### src/verilog/bs_pkg.sv
package bs_pkg;

   localparam logic [31:0] RESET_PC = 32'h0000_0000;
   localparam logic [4:0]  CNT_LAST = 5'd31;      // last bit of a 32-cycle pass

   // rv32i major opcodes
   localparam logic [6:0] OPC_LUI    = 7'b0110111;
   localparam logic [6:0] OPC_JAL    = 7'b1101111;
   localparam logic [6:0] OPC_BRANCH = 7'b1100011;
   localparam logic [6:0] OPC_LOAD   = 7'b0000011;
   localparam logic [6:0] OPC_STORE  = 7'b0100011;
   localparam logic [6:0] OPC_IMM    = 7'b0010011;
   localparam logic [6:0] OPC_REG    = 7'b0110011;

   localparam logic [2:0] F3_ADD = 3'b000;
   localparam logic [2:0] F3_XOR = 3'b100;
   localparam logic [2:0] F3_OR  = 3'b110;
   localparam logic [2:0] F3_AND = 3'b111;
   localparam logic [2:0] F3_BEQ = 3'b000;
   localparam logic [2:0] F3_BNE = 3'b001;
   localparam logic [2:0] F3_LW  = 3'b010;

   localparam logic [6:0] F7_BASE = 7'b0000000;
   localparam logic [6:0] F7_SUB  = 7'b0100000;

   typedef enum logic [2:0] {
      op_lui, op_jal, op_branch, op_load, op_store, op_imm, op_reg, op_nop
   } opcode_e;

   typedef enum logic [2:0] {
      alu_add, alu_sub, alu_xor, alu_or, alu_and
   } alu_op_e;

   typedef enum logic [2:0] {
      st_fetch, st_decode, st_exec, st_mem, st_load
   } state_e;

   typedef struct packed {
      opcode_e    opcode;
      alu_op_e    alu_op;
      logic       op_b_imm;   // second operand is the immediate
      logic       bne;        // inverted branch sense
      logic [4:0] rd_addr;
      logic [4:0] rs1_addr;
      logic [4:0] rs2_addr;
   } dec_t;

   typedef struct packed {
      logic [31:0] adr;
      logic [31:0] dat;
      logic        we;
      logic        cyc;
   } bus_req_t;

   typedef struct packed {
      logic [31:0] rdt;
      logic        ack;
   } bus_rsp_t;

endpackage

### src/verilog/bs_decode.sv
`timescale 1ns/1ps

module bs_decode import bs_pkg::*; (
   input  logic     clk,
   input  logic     i_rst_n,
   input  bus_rsp_t i_fetch_rsp,
   input  logic     i_mem_done,
   input  logic     i_alu_cmp,
   output dec_t     o_dec,
   output logic     o_imm,
   output logic     o_exec_en,
   output logic     o_load_en,
   output logic     o_cnt_done,
   output logic     o_fetch_go,
   output logic     o_mem_go,
   output logic     o_rd_we,
   output logic     o_take
);

   state_e      state_q, state_d;
   logic [4:0]  cnt_q;
   logic [31:0] instr_q;
   logic [31:0] imm_q;
   logic [31:0] imm_d;
   logic        boot_q;
   logic        last;
   logic        is_mem;
   logic        done_now;
   dec_t        dec;

   always_comb begin
      dec          = '0;
      dec.opcode   = op_nop;
      dec.alu_op   = alu_add;
      dec.rd_addr  = instr_q[11:7];
      dec.rs1_addr = instr_q[19:15];
      dec.rs2_addr = instr_q[24:20];
      case (instr_q[6:0])
         OPC_LUI: begin
            dec.opcode   = op_lui;
            dec.op_b_imm = 1'b1;
            dec.rs1_addr = 5'd0;   // x0 + imm
         end
         OPC_JAL: dec.opcode = op_jal;
         OPC_BRANCH: begin
            if (instr_q[14:12] == F3_BEQ || instr_q[14:12] == F3_BNE) begin
               dec.opcode = op_branch;
            end
            dec.bne = (instr_q[14:12] == F3_BNE);
         end
         OPC_LOAD:  if (instr_q[14:12] == F3_LW) dec.opcode = op_load;
         OPC_STORE: if (instr_q[14:12] == F3_LW) dec.opcode = op_store;
         OPC_IMM: begin
            dec.op_b_imm = 1'b1;
            dec.opcode   = op_imm;
            case (instr_q[14:12])
               F3_ADD:  dec.alu_op = alu_add;
               F3_XOR:  dec.alu_op = alu_xor;
               F3_OR:   dec.alu_op = alu_or;
               F3_AND:  dec.alu_op = alu_and;
               default: dec.opcode = op_nop;
            endcase
         end
         OPC_REG: begin
            dec.opcode = op_reg;
            case ({instr_q[31:25], instr_q[14:12]})
               {F7_BASE, F3_ADD}: dec.alu_op = alu_add;
               {F7_SUB, F3_ADD}:  dec.alu_op = alu_sub;
               {F7_BASE, F3_XOR}: dec.alu_op = alu_xor;
               {F7_BASE, F3_OR}:  dec.alu_op = alu_or;
               {F7_BASE, F3_AND}: dec.alu_op = alu_and;
               default:           dec.opcode = op_nop;
            endcase
         end
         default: dec.opcode = op_nop;
      endcase
   end

   always_comb begin
      case (dec.opcode)
         op_lui:    imm_d = {instr_q[31:12], 12'b0};
         op_jal:    imm_d = {{11{instr_q[31]}}, instr_q[31], instr_q[19:12],
                             instr_q[20], instr_q[30:21], 1'b0};
         op_branch: imm_d = {{19{instr_q[31]}}, instr_q[31], instr_q[7],
                             instr_q[30:25], instr_q[11:8], 1'b0};
         op_store:  imm_d = {{20{instr_q[31]}}, instr_q[31:25], instr_q[11:7]};
         op_load,
         op_imm:    imm_d = {{20{instr_q[31]}}, instr_q[31:20]};
         default:   imm_d = '0;
      endcase
   end

   assign last     = (cnt_q == CNT_LAST);
   assign is_mem   = (dec.opcode == op_load) || (dec.opcode == op_store);
   assign done_now = (o_exec_en & last & ~is_mem) |
                     (state_q == st_mem & i_mem_done & dec.opcode == op_store) |
                     (o_load_en & last);

   always_comb begin
      state_d = state_q;
      case (state_q)
         st_fetch:  if (i_fetch_rsp.ack) state_d = st_decode;
         st_decode: state_d = st_exec;
         st_exec:   if (last) state_d = is_mem ? st_mem : st_fetch;
         st_mem:    if (i_mem_done) state_d = (dec.opcode == op_load) ? st_load : st_fetch;
         st_load:   if (last) state_d = st_fetch;
         default:   state_d = st_fetch;
      endcase
   end

   always_ff @(posedge clk) begin
      if (!i_rst_n) begin
         state_q <= st_fetch;
         cnt_q   <= '0;
         boot_q  <= 1'b1;   // first fetch request after reset
      end else begin
         state_q <= state_d;
         cnt_q   <= (o_exec_en | o_load_en) ? cnt_q + 5'd1 : 5'd0;
         boot_q  <= 1'b0;
      end
   end

   always_ff @(posedge clk) begin
      if (state_q == st_fetch && i_fetch_rsp.ack) instr_q <= i_fetch_rsp.rdt;
      if (state_q == st_decode) begin
         imm_q <= imm_d;
      end else if (o_exec_en) begin
         imm_q <= {1'b0, imm_q[31:1]};   // lsb first
      end
   end

   assign o_dec      = dec;
   assign o_imm      = imm_q[0];
   assign o_exec_en  = (state_q == st_exec);
   assign o_load_en  = (state_q == st_load);
   assign o_cnt_done = (o_exec_en | o_load_en) & last;
   assign o_fetch_go = boot_q | done_now;
   assign o_mem_go   = o_exec_en & last & is_mem;
   assign o_take     = o_exec_en & o_cnt_done & (dec.opcode == op_branch) &
                       (i_alu_cmp ^ dec.bne);
   assign o_rd_we    = (dec.rd_addr != 5'd0) &
                       ((o_exec_en & (dec.opcode == op_lui || dec.opcode == op_jal ||
                                      dec.opcode == op_imm || dec.opcode == op_reg)) |
                        (o_load_en & dec.opcode == op_load));

endmodule

### src/verilog/bs_ctrl.sv
`timescale 1ns/1ps

module bs_ctrl import bs_pkg::*; (
   input  logic     clk,
   input  logic     i_rst_n,
   input  dec_t     i_dec,
   input  logic     i_imm,
   input  logic     i_exec_en,
   input  logic     i_cnt_done,
   input  logic     i_take,
   input  logic     i_fetch_go,
   input  bus_rsp_t i_fetch_rsp,
   output logic     o_rd,
   output bus_req_t o_fetch_req
);

   logic [31:0] pc_q;
   logic [31:0] poff_q;
   logic [4:0]  cnt_q;
   logic        c4_q;
   logic        coff_q;
   logic        cyc_q;
   logic        four_bit;
   logic        p4_bit;
   logic        off_bit;
   logic        jump;

   // pc_q rotates through the pass, bit 0 is the current pc bit
   assign four_bit = (cnt_q == 5'd2);
   assign p4_bit   = pc_q[0] ^ four_bit ^ c4_q;
   assign off_bit  = pc_q[0] ^ i_imm ^ coff_q;
   assign jump     = i_take | (i_dec.opcode == op_jal);

   always_ff @(posedge clk) begin
      if (!i_rst_n) begin
         pc_q   <= RESET_PC;
         cnt_q  <= '0;
         c4_q   <= 1'b0;
         coff_q <= 1'b0;
         cyc_q  <= 1'b0;
      end else begin
         cnt_q <= i_exec_en ? cnt_q + 5'd1 : 5'd0;
         if (i_exec_en) begin
            c4_q   <= (pc_q[0] & four_bit) | (c4_q & (pc_q[0] ^ four_bit));
            coff_q <= (pc_q[0] & i_imm) | (coff_q & (pc_q[0] ^ i_imm));
            if (i_cnt_done && jump) begin
               pc_q <= {off_bit, poff_q[31:1]};
            end else begin
               pc_q <= {p4_bit, pc_q[31:1]};   // ends up as pc+4
            end
         end else begin
            c4_q   <= 1'b0;
            coff_q <= 1'b0;
         end
         if (i_fetch_rsp.ack) begin
            cyc_q <= 1'b0;
         end else if (i_fetch_go) begin
            cyc_q <= 1'b1;
         end
      end
   end

   always_ff @(posedge clk) begin
      if (i_exec_en) poff_q <= {off_bit, poff_q[31:1]};
   end

   assign o_rd            = p4_bit;   // link address for jal
   assign o_fetch_req.adr = pc_q;
   assign o_fetch_req.dat = '0;
   assign o_fetch_req.we  = 1'b0;
   assign o_fetch_req.cyc = cyc_q;

endmodule

### src/verilog/bs_alu.sv
`timescale 1ns/1ps

module bs_alu import bs_pkg::*; (
   input  logic clk,
   input  logic i_rst_n,
   input  dec_t i_dec,
   input  logic i_exec_en,
   input  logic i_rs1,
   input  logic i_op_b,
   output logic o_rd,
   output logic o_cmp
);

   logic carry_q;
   logic eq_q;
   logic is_sub;
   logic b;
   logic sum;
   logic carry_d;
   logic bit_eq;

   assign is_sub  = (i_dec.alu_op == alu_sub);
   assign b       = i_op_b ^ is_sub;   // invert for two's complement subtract
   assign sum     = i_rs1 ^ b ^ carry_q;
   assign carry_d = (i_rs1 & b) | (carry_q & (i_rs1 ^ b));
   assign bit_eq  = ~(i_rs1 ^ i_op_b);

   always_ff @(posedge clk) begin
      if (!i_rst_n) begin
         carry_q <= 1'b0;
         eq_q    <= 1'b1;
      end else if (i_exec_en) begin
         carry_q <= carry_d;
         eq_q    <= eq_q & bit_eq;
      end else begin
         carry_q <= is_sub;   // seeded before the pass starts
         eq_q    <= 1'b1;
      end
   end

   always_comb begin
      case (i_dec.alu_op)
         alu_add,
         alu_sub: o_rd = sum;
         alu_xor: o_rd = i_rs1 ^ i_op_b;
         alu_or:  o_rd = i_rs1 | i_op_b;
         alu_and: o_rd = i_rs1 & i_op_b;
         default: o_rd = sum;
      endcase
   end

   // valid on the last bit of the pass
   assign o_cmp = eq_q & bit_eq;

endmodule

### src/verilog/bs_regfile.sv
`timescale 1ns/1ps

module bs_regfile import bs_pkg::*; (
   input  logic clk,
   input  dec_t i_dec,
   input  logic i_exec_en,
   input  logic i_load_en,
   input  logic i_rd_we,
   input  logic i_rd,
   output logic o_rs1,
   output logic o_rs2
);

   logic [31:0] regs [1:31];
   logic [4:0]  cnt_q;
   logic        active;
   logic        rs1_bit;
   logic        rs2_bit;

   assign active = i_exec_en | i_load_en;

   // bit index follows the decoder pass, idle value is 0
   always_ff @(posedge clk) begin
      cnt_q <= active ? cnt_q + 5'd1 : 5'd0;
   end

   always_ff @(posedge clk) begin
      if (i_rd_we && i_dec.rd_addr != 5'd0) begin
         regs[i_dec.rd_addr][cnt_q] <= i_rd;
      end
   end

   always_comb begin
      rs1_bit = 1'b0;
      rs2_bit = 1'b0;
      if (i_dec.rs1_addr != 5'd0) rs1_bit = regs[i_dec.rs1_addr][cnt_q];
      if (i_dec.rs2_addr != 5'd0) rs2_bit = regs[i_dec.rs2_addr][cnt_q];
   end

   assign o_rs1 = rs1_bit;   // x0 reads as zero
   assign o_rs2 = rs2_bit;

endmodule

### src/verilog/bs_mem_if.sv
`timescale 1ns/1ps

module bs_mem_if import bs_pkg::*; (
   input  logic     clk,
   input  logic     i_rst_n,
   input  dec_t     i_dec,
   input  logic     i_exec_en,
   input  logic     i_load_en,
   input  logic     i_rs1,
   input  logic     i_rs2,
   input  logic     i_imm,
   input  logic     i_mem_go,
   input  bus_rsp_t i_data_rsp,
   output logic     o_rd,
   output bus_req_t o_data_req
);

   logic [31:0] adr_q;
   logic [31:0] dat_q;
   logic [31:0] ld_q;
   logic        carry_q;
   logic        cyc_q;
   logic        is_mem;
   logic        is_load;
   logic        sum;

   assign is_load = (i_dec.opcode == op_load);
   assign is_mem  = is_load | (i_dec.opcode == op_store);
   assign sum     = i_rs1 ^ i_imm ^ carry_q;

   always_ff @(posedge clk) begin
      if (!i_rst_n) begin
         carry_q <= 1'b0;
         cyc_q   <= 1'b0;
      end else begin
         carry_q <= (i_exec_en & is_mem) ?
                    ((i_rs1 & i_imm) | (carry_q & (i_rs1 ^ i_imm))) : 1'b0;
         if (i_data_rsp.ack) begin
            cyc_q <= 1'b0;
         end else if (i_mem_go) begin
            cyc_q <= 1'b1;
         end
      end
   end

   always_ff @(posedge clk) begin
      if (i_exec_en && is_mem) begin
         adr_q <= {sum, adr_q[31:1]};     // rs1 + imm, lsb first
         dat_q <= {i_rs2, dat_q[31:1]};
      end
      if (i_data_rsp.ack && is_load) begin
         ld_q <= i_data_rsp.rdt;
      end else if (i_load_en) begin
         ld_q <= {1'b0, ld_q[31:1]};
      end
   end

   assign o_rd           = ld_q[0];
   assign o_data_req.adr = adr_q;
   assign o_data_req.dat = dat_q;
   assign o_data_req.we  = (i_dec.opcode == op_store);
   assign o_data_req.cyc = cyc_q;

endmodule

### src/verilog/bs_arbiter.sv
`timescale 1ns/1ps

module bs_arbiter import bs_pkg::*; (
   input  logic     clk,
   input  logic     i_rst_n,
   input  bus_req_t i_fetch_req,
   input  bus_req_t i_data_req,
   input  bus_rsp_t i_mem_rsp,
   output bus_rsp_t o_fetch_rsp,
   output bus_rsp_t o_data_rsp,
   output bus_req_t o_mem_req
);

   logic busy_q;
   logic owner_q;    // 1 when the data master holds the port
   logic sel_data;

   // idle port goes to data first, open transaction keeps its owner
   assign sel_data = busy_q ? owner_q : i_data_req.cyc;

   always_ff @(posedge clk) begin
      if (!i_rst_n) begin
         busy_q  <= 1'b0;
         owner_q <= 1'b0;
      end else if (i_mem_rsp.ack) begin
         busy_q <= 1'b0;
      end else if (o_mem_req.cyc) begin
         busy_q  <= 1'b1;
         owner_q <= sel_data;
      end
   end

   assign o_mem_req   = sel_data ? i_data_req : i_fetch_req;
   assign o_fetch_rsp = sel_data ? bus_rsp_t'('0) : i_mem_rsp;
   assign o_data_rsp  = sel_data ? i_mem_rsp : bus_rsp_t'('0);

endmodule

### src/verilog/bs_top.sv
`timescale 1ns/1ps

module bs_top import bs_pkg::*; (
   input  logic     clk,
   input  logic     i_rst_n,
   output bus_req_t o_mem_req,
   input  bus_rsp_t i_mem_rsp
);

   dec_t     dec;
   bus_req_t fetch_req;
   bus_req_t data_req;
   bus_rsp_t fetch_rsp;
   bus_rsp_t data_rsp;
   logic     imm;
   logic     exec_en;
   logic     load_en;
   logic     cnt_done;
   logic     fetch_go;
   logic     mem_go;
   logic     rd_we;
   logic     take;
   logic     alu_cmp;
   logic     ctrl_rd;
   logic     alu_rd;
   logic     mem_rd;
   logic     rd;
   logic     rs1;
   logic     rs2;
   logic     op_b;

   always_comb begin
      case (dec.opcode)
         op_jal:  rd = ctrl_rd;
         op_load: rd = mem_rd;
         default: rd = alu_rd;   // lui goes through the adder
      endcase
   end

   assign op_b = dec.op_b_imm ? imm : rs2;

   bs_decode decode (
      .clk(clk), .i_rst_n(i_rst_n), .i_fetch_rsp(fetch_rsp),
      .i_mem_done(data_rsp.ack), .i_alu_cmp(alu_cmp), .o_dec(dec), .o_imm(imm),
      .o_exec_en(exec_en), .o_load_en(load_en), .o_cnt_done(cnt_done),
      .o_fetch_go(fetch_go), .o_mem_go(mem_go), .o_rd_we(rd_we), .o_take(take));

   bs_ctrl ctrl (
      .clk(clk), .i_rst_n(i_rst_n), .i_dec(dec), .i_imm(imm), .i_exec_en(exec_en),
      .i_cnt_done(cnt_done), .i_take(take), .i_fetch_go(fetch_go),
      .i_fetch_rsp(fetch_rsp), .o_rd(ctrl_rd), .o_fetch_req(fetch_req));

   bs_alu alu (
      .clk(clk), .i_rst_n(i_rst_n), .i_dec(dec), .i_exec_en(exec_en),
      .i_rs1(rs1), .i_op_b(op_b), .o_rd(alu_rd), .o_cmp(alu_cmp));

   bs_regfile regfile (
      .clk(clk), .i_dec(dec), .i_exec_en(exec_en), .i_load_en(load_en),
      .i_rd_we(rd_we), .i_rd(rd), .o_rs1(rs1), .o_rs2(rs2));

   bs_mem_if mem_if (
      .clk(clk), .i_rst_n(i_rst_n), .i_dec(dec), .i_exec_en(exec_en),
      .i_load_en(load_en), .i_rs1(rs1), .i_rs2(rs2), .i_imm(imm), .i_mem_go(mem_go),
      .i_data_rsp(data_rsp), .o_rd(mem_rd), .o_data_req(data_req));

   bs_arbiter arbiter (
      .clk(clk), .i_rst_n(i_rst_n), .i_fetch_req(fetch_req), .i_data_req(data_req),
      .i_mem_rsp(i_mem_rsp), .o_fetch_rsp(fetch_rsp), .o_data_rsp(data_rsp),
      .o_mem_req(o_mem_req));

endmodule

### config.mk
export PLATFORM = sky130hd
export DESIGN_NAME = bs_top
export DESIGN_NICKNAME = d
export VERILOG_FILES = /design/src/verilog/bs_pkg.sv /design/src/verilog/bs_decode.sv /design/src/verilog/bs_ctrl.sv /design/src/verilog/bs_alu.sv /design/src/verilog/bs_regfile.sv /design/src/verilog/bs_mem_if.sv /design/src/verilog/bs_arbiter.sv /design/src/verilog/bs_top.sv
export SDC_FILE = /design/constraint.sdc
export NUM_CORES = 2
export LEC_CHECK = 0
export ABC_AREA = 1
export BUFFER_PORTS_ARGS = -buffer_cell sky130_fd_sc_hd__buf_2
export CORE_ASPECT_RATIO = 1.25
export CORE_MARGIN = 4
export CORE_UTILIZATION = 47
export DETAILED_ROUTE_END_ITERATION = 12
export HOLD_SLACK_MARGIN = 0.12
export SLEW_MARGIN = 20
export SYNTH_ARGS = -nofsm -noshare
export SYNTH_HDL_FRONTEND = slang
export SYNTH_HIERARCHICAL = 1
export SYNTH_SLANG_ARGS = --single-unit
### constraint.sdc
create_clock -name clk -period 25.5 [get_ports clk]
set_input_delay 2.55 -clock clk [delete_from_list [all_inputs] [get_ports clk]]
set_output_delay 2.55 -clock clk [all_outputs]
set_load 0.03 [all_outputs]
* Word-level counts from Yosys, hierarchy flattened
Memory sizes are Yosys's and may differ from the RTL's. A register that Yosys moved wholly into a read port is not among the register bits.
Index checks and enable logic that the tools add are counted.
** Storage, ports and cells
- Register bits :: 252
- Latch bits :: 0
- Memory bits (writable) :: 992
- Memory bits (read-only) :: 0
- Output and inout port bits :: 66
- Word-level logic and storage cells :: 192
- Memories kept :: 1
** Cells by class
- Add/subtract/negate cells :: 3
- Multiply operators :: 0
- Divide/modulo/power cells :: 0
- $lt $le $gt $ge :: 2
- Eq/ne operators :: 36
- Shift operators :: 0
- Multiplexer cells :: 46
- Bitwise logic cells :: 51
- Reductions and logical operators :: 32
** Memory list
- regfile.regs :: depth 31, bits a word 32, read ports 2, clocked after Yosys merged registers in 1, write ports 1, line bs_regfile.sv:14 : logic [31:0] regs [1:31];
** Operators with widths (number)
- two-way mux 32 bit :: 6
- case mux 32 bit (5 select lines) :: 1
- two-way mux 66 bit :: 1
- two-way mux 33 bit :: 1
- equality test 10 x 3 -> 1 bit, second input constant :: 3
- AND 1 bit :: 24
- equality test 3 bit, second input constant :: 8
- equality test 3 x 2 -> 1 bit, second input constant :: 7
- equality test 7 x 6 -> 1 bit, second input constant :: 3
- two-way mux 3 bit :: 7
- case mux 3 bit (7 select lines) :: 1
- adder 5 x 1 -> 5 bit, second input constant :: 3
- two-way mux 5 bit :: 3
- case mux 3 bit (5 select lines) :: 1
- nonzero test 5 bit :: 3
- equality test 7 bit, second input constant :: 2
- two-way mux 1 bit :: 14
- equality test 3 x 1 -> 1 bit, second input constant :: 4
- bitwise OR 1 bit :: 12
- case mux 3 bit (4 select lines) :: 1
- XOR 1 bit :: 11
- binary-select mux 1 bit (select 5 bit) :: 2
- equality test 10 x 9 -> 1 bit, second input constant :: 1
- zero test 10 bit :: 1
- 24 further kinds :: 50

* Logic depth before layout (Yosys ltp)
- Word-level depth :: 14
- Gate-level depth with buffers :: 39
- Gate-level depth less buffers :: 34

* Cells and area by module
Netlist, hierarchy kept.
** By module, submodules not included
- bs_regfile :: instances 1, cells each 6960, area each 54811.3 um^2, seq. area each 29888.7 um^2
- bs_decode :: instances 1, cells each 420, area each 3761.1 um^2, seq. area each 2102.0 um^2
- bs_mem_if :: instances 1, cells each 220, area each 3495.9 um^2, seq. area each 2922.8 um^2
- bs_ctrl :: instances 1, cells each 384, area each 3290.7 um^2, seq. area each 1731.7 um^2
- bs_arbiter :: instances 1, cells each 330, area each 1336.3 um^2, seq. area each 40.0 um^2
- bs_alu :: instances 1, cells each 31, area each 202.7 um^2, seq. area each 40.0 um^2
- bs_top :: instances 1, cells each 12, area each 53.8 um^2, seq. area each 0.0 um^2

* Worst setup path before layout
Ideal clock, no wire load.
- Kind :: reg2reg
- Start :: reg decode.instr_q[5]
- End :: mem regfile.regs[10][0], data pin
- Data arrival time :: 14.346 ns
- Data required time :: 23.078 ns
- Path slack :: 8.732 ns
- Cell stages (with the launch flop) :: 29
- Path buffers :: 3
- Period minus slack after synthesis :: 16.768 ns
- Path through :: edfxtp_1 > nand2_1 > nor2_1 > nand2_1 > buf_2 > clkinv_1 > nor2_1 > buf_2 > clkbuf_1 > o21ai_1 > o21ai_1 > nand2_1 > nand2_1 > nand3_1 > nand3_1 > nand3_1 > nand2_1 > nand2_1 > nand2_1 > nor2_1 > a21oi_2 > inv_1 > fa_1 > o21ai_1 > nor2_1 > nor2_1 > o21bai_1 > nand2_1 > inv_1
** RTL lines
- start, declared :: line bs_decode.sv:22 : logic [31:0] instr_q;
- start signal, assigned :: line bs_decode.sv:124 : if (state_q == st_fetch && i_fetch_rsp.ack) instr_q <= i_fetch_rsp.rdt;
- end, declared :: line bs_regfile.sv:14

==> flow_summary.json <==
{
  "run_status": "finished, final reports clean",
  "timing.final.ws_setup_ps": 14620,
  "post-route-cell-area_um2": 72200,
  "critPathBufInv": 9,
  "setup_viol": 0,
  "worst_setup_hold_path_clk_slew_ps": 60,
  "slew_worst_pin_ps": 1200,
  "dominant_synthesized_flop_cell": "sky130_fd_sc_hd__edfxtp_1",
  "critical_path_class": "reg -> reg",
  "layout-area-overhead-vs-synth_pct": 7.83,
  "root_buffer": "sky130_fd_sc_hd__clkbuf_16",
  "detailroute.wirelength.met3_mm": 23.9,
  "post_cts_buffers": 0,
  "slew_violations": 0,
  "cp_common_cell": "sky130_fd_sc_hd__nand2_1",
  "irDropWorstVdd_mv": 0.308,
  "buffer_ports.inserted": 100,
  "placedInstanceArea_um2": 67900,
  "gr-usage-all-layers_pct": 30.3,
  "die_h_um": 430,
  "largest_net_degree_at_the_start_of_global_routing": 256,
  "synth_enable_flop_cells": 1183,
  "design.core.area_um2": 141000,
  "clock_tree.htree_level_count": 4,
  "hpwl_reported_at_the_end_of_detailed_placement_mm": 119,
  "cell_count_after_synthesis": 8357,
  "critical-path-max-stage-delay_ps": 870,
  "routed-wl-met2_mm": 108,
  "critical_path.endpoint_type": "register",
  "cts_hold_buf": 0,
  "finalNetCount": 8085,
  "family_with_the_most_delay_on_the_worst_path": "buffers and inverters",
  "final_period_minus_worst_setup_slack_ps": 10880,
  "cp.arrival_ps": 11330,
  "gp_congestion": 0.871,
  "cell_types_with_the_largest_area_share_after_synthesis": "sky130_fd_sc_hd__edfxtp_1 53%, sky130_fd_sc_hd__nand2_1 15%, sky130_fd_sc_hd__nand3_1 10%, sky130_fd_sc_hd__nor2_1 8.1%, sky130_fd_sc_hd__clkbuf_1 1.9%",
  "yosys_warnings": 6,
  "floorplan.die.width_um": 346,
  "min_path_type": "reg -> reg",
  "rsz0062_at_grt": "no",
  "cts-resized-gates": 0,
  "io_pins": 101,
  "grt.overflow.total": 0,
  "critical_path.startpoint_type": "register",
  "synthArstFlopShare_pct": 0,
  "avgRoutedWirePerCell_um": 23.2,
  "grt_antenna_before_repair": 6,
  "tritoncts": "built",
  "finalCritPeriodShare_pct": 42.7,
  "synth.top_cells.by_count": "2659 x sky130_fd_sc_hd__nand2_1, 1447 x sky130_fd_sc_hd__nor2_1, 1345 x sky130_fd_sc_hd__nand3_1",
  "synth.distinct_cells": 44,
  "leakage_nw": 27.3,
  "worst_skew_pair.late_latency_ps": 790,
  "max-cap-violations": 0,
  "antenna_violation_net_count_after_detailed_routing": 0,
  "std_cell_rows": 154,
  "drt_drc_violations_left": 0,
  "routed.top_layer": "met4",
  "netlist.area_leader.share_pct": 53.1,
  "met1Wirelength_mm": 87.6,
  "hold_violations": 0,
  "first_pass_iters": 7,
  "post-synth-top-area-cell": "sky130_fd_sc_hd__edfxtp_1",
  "dr_vias_cell": 5.94,
  "ys_ff_latch": 1243,
  "start_util_pct": 47.4,
  "number_of_global_route_vias_before_repair": 56300,
  "fmax_ghz": 0.0919,
  "design.die.area_um2": 149000,
  "numCtsBuffers": 135,
  "clock_tree.buffer_depth": 3,
  "ys_seq_area_share_pct": 54.9,
  "grt_pass1_wl_mm": 344,
  "avgSynthCellArea_um2": 8.01,
  "cp.required_ps": 25950,
  "mappedNetlistArea_um2": 67000,
  "yosysMostFrequentCell": "sky130_fd_sc_hd__nand2_1",
  "detailroute.via_count": 59500,
  "layout-drive-gt1-share_pct": 6.67,
  "critical_path.slowest_cell": "sky130_fd_sc_hd__buf_4",
  "cp_max_fo": 255,
  "tns_ps": 0,
  "drtIter0Drc": 7730,
  "pre_cts_slack_ps": 14730,
  "clock_skew_ps": 30.8,
  "detail_route.wirelength_mm": 233,
  "cellPowerDensity_nw_per_um2": 104,
  "cts_sinks": 1243,
  "max-slew-margin-rel_pct": 20.3,
  "hold-worst-slack_ps": 447
}
## worst reg2reg max path, delay by kind of cell (launching register included)
family | cells | cell delay (ps)
AOI/OAI and AO/OA | 4 | 720
adders and majority gates | 1 | 500
buffers and inverters | 9 | 6340
DFF | 1 | 420
and+or+nand+nor | 19 | 2480
## power breakdown
group	switching [W]	internal [W]	total (W)
logic	0.00191	0.000434	0.00234
registers	0.0000443	0.00321	0.00325
clock network	0.000831	0.00110	0.00193
total	0.00279	0.00475	0.00753
## final cells by class
type / count / area [um2]
Antenna cell: 2 / 5.00
Clock inverter: 71 / 612
Timing Repair Buffer: 219 / 1490
Multi-Input combinational cell: 6134 / 26200
Clock buffer: 171 / 3640
Inverter: 303 / 1180
Fill cell: 13400 / 69000
Sequential cell: 1243 / 36700
Tap cell: 1872 / 2340
## worst paths after layout
kind                            cells past startpoint  slack, ps             endpoint               from
worst max register to register                     33      14620  regfile/regs[25][0]  decode/instr_q[5]
worst min-delay path                                0        450      mem_if/adr_q[5]    mem_if/adr_q[6]
worst max-delay path                               33      14620  regfile/regs[25][0]  decode/instr_q[5]
worst min register to register                      0        450      mem_if/adr_q[5]    mem_if/adr_q[6]
## sequential cells by signal, indices dropped and copies added (netlist names), 3 cells and up
signal,cells
mem_if/ld_q,32
ctrl/cnt_q,5
mem_if/dat_q,32
ctrl/poff_q,31
decode/imm_q,32
regfile/regs,992
mem_if/adr_q,32
ctrl/pc_q,32
regfile/cnt_q,5
decode/cnt_q,5
decode/state_q,3
decode/instr_q,32
## routing by layer
metal	GRT usage, %	vias to the layer above
met5	0	-
met4	16.7	0
met3	5.12	792
met2	49.7	3421
met1	38.2	28500
li1	-	26700
## layout by cell type, fill, tap and decap left out, types with 5 or more instances in the layout
master                         n
sky130_fd_sc_hd__ha_1         10
sky130_fd_sc_hd__conb_1       33
sky130_fd_sc_hd__nor2_2       18
sky130_fd_sc_hd__nand2_1    2608
sky130_fd_sc_hd__inv_6        10
sky130_fd_sc_hd__nor2_4       15
sky130_fd_sc_hd__nand2_2      53
sky130_fd_sc_hd__clkinv_2     26
sky130_fd_sc_hd__dfxtp_1      60
sky130_fd_sc_hd__clkinv_1     30
sky130_fd_sc_hd__clkbuf_1     29
sky130_fd_sc_hd__nor3_1       40
sky130_fd_sc_hd__bufinv_16     9
sky130_fd_sc_hd__o211ai_1     15
sky130_fd_sc_hd__o21ai_2       5
sky130_fd_sc_hd__buf_4       111
sky130_fd_sc_hd__inv_2         9
sky130_fd_sc_hd__o21ai_0     215
sky130_fd_sc_hd__clkbuf_16   140
sky130_fd_sc_hd__inv_1       280
sky130_fd_sc_hd__buf_12        8
sky130_fd_sc_hd__nand2_4      15
sky130_fd_sc_hd__a21oi_1     244
sky130_fd_sc_hd__nor2_1     1436
sky130_fd_sc_hd__buf_2       100
sky130_fd_sc_hd__o21ai_1      41
sky130_fd_sc_hd__edfxtp_1   1183
sky130_fd_sc_hd__nand3_1    1345
## cell families (layout without fill, tap and decap cells)
group / count (synthesis) / after routing / share of synthesized area, %
adders and majority gates: 14 / 14 / 0.306
AOI/OAI and AO/OA: 536 / 536 / 4.17
other: 1 / 35 / 0.00560
xor gates and xnor gates: 4 / 4 / 0.0523
buffers and inverters: 1012 / 764 / 6.56
and+or+nand+nor: 5547 / 5547 / 34.1
DFF: 1243 / 1243 / 54.9
## through the flow
stage	utilization (%)	total power [W]	instances
6_report	51.1	0.00753	10000
3_3_place_gp	48.1	0.00556	9771
2_1_floorplan	-	0.00487	8389
4_1_cts	51.1	0.00751	10000
3_5_place_dp	48.1	0.00558	9771
5_1_grt	51.1	0.00783	10000
No activity file was read; power rests on OpenSTA's default activity.
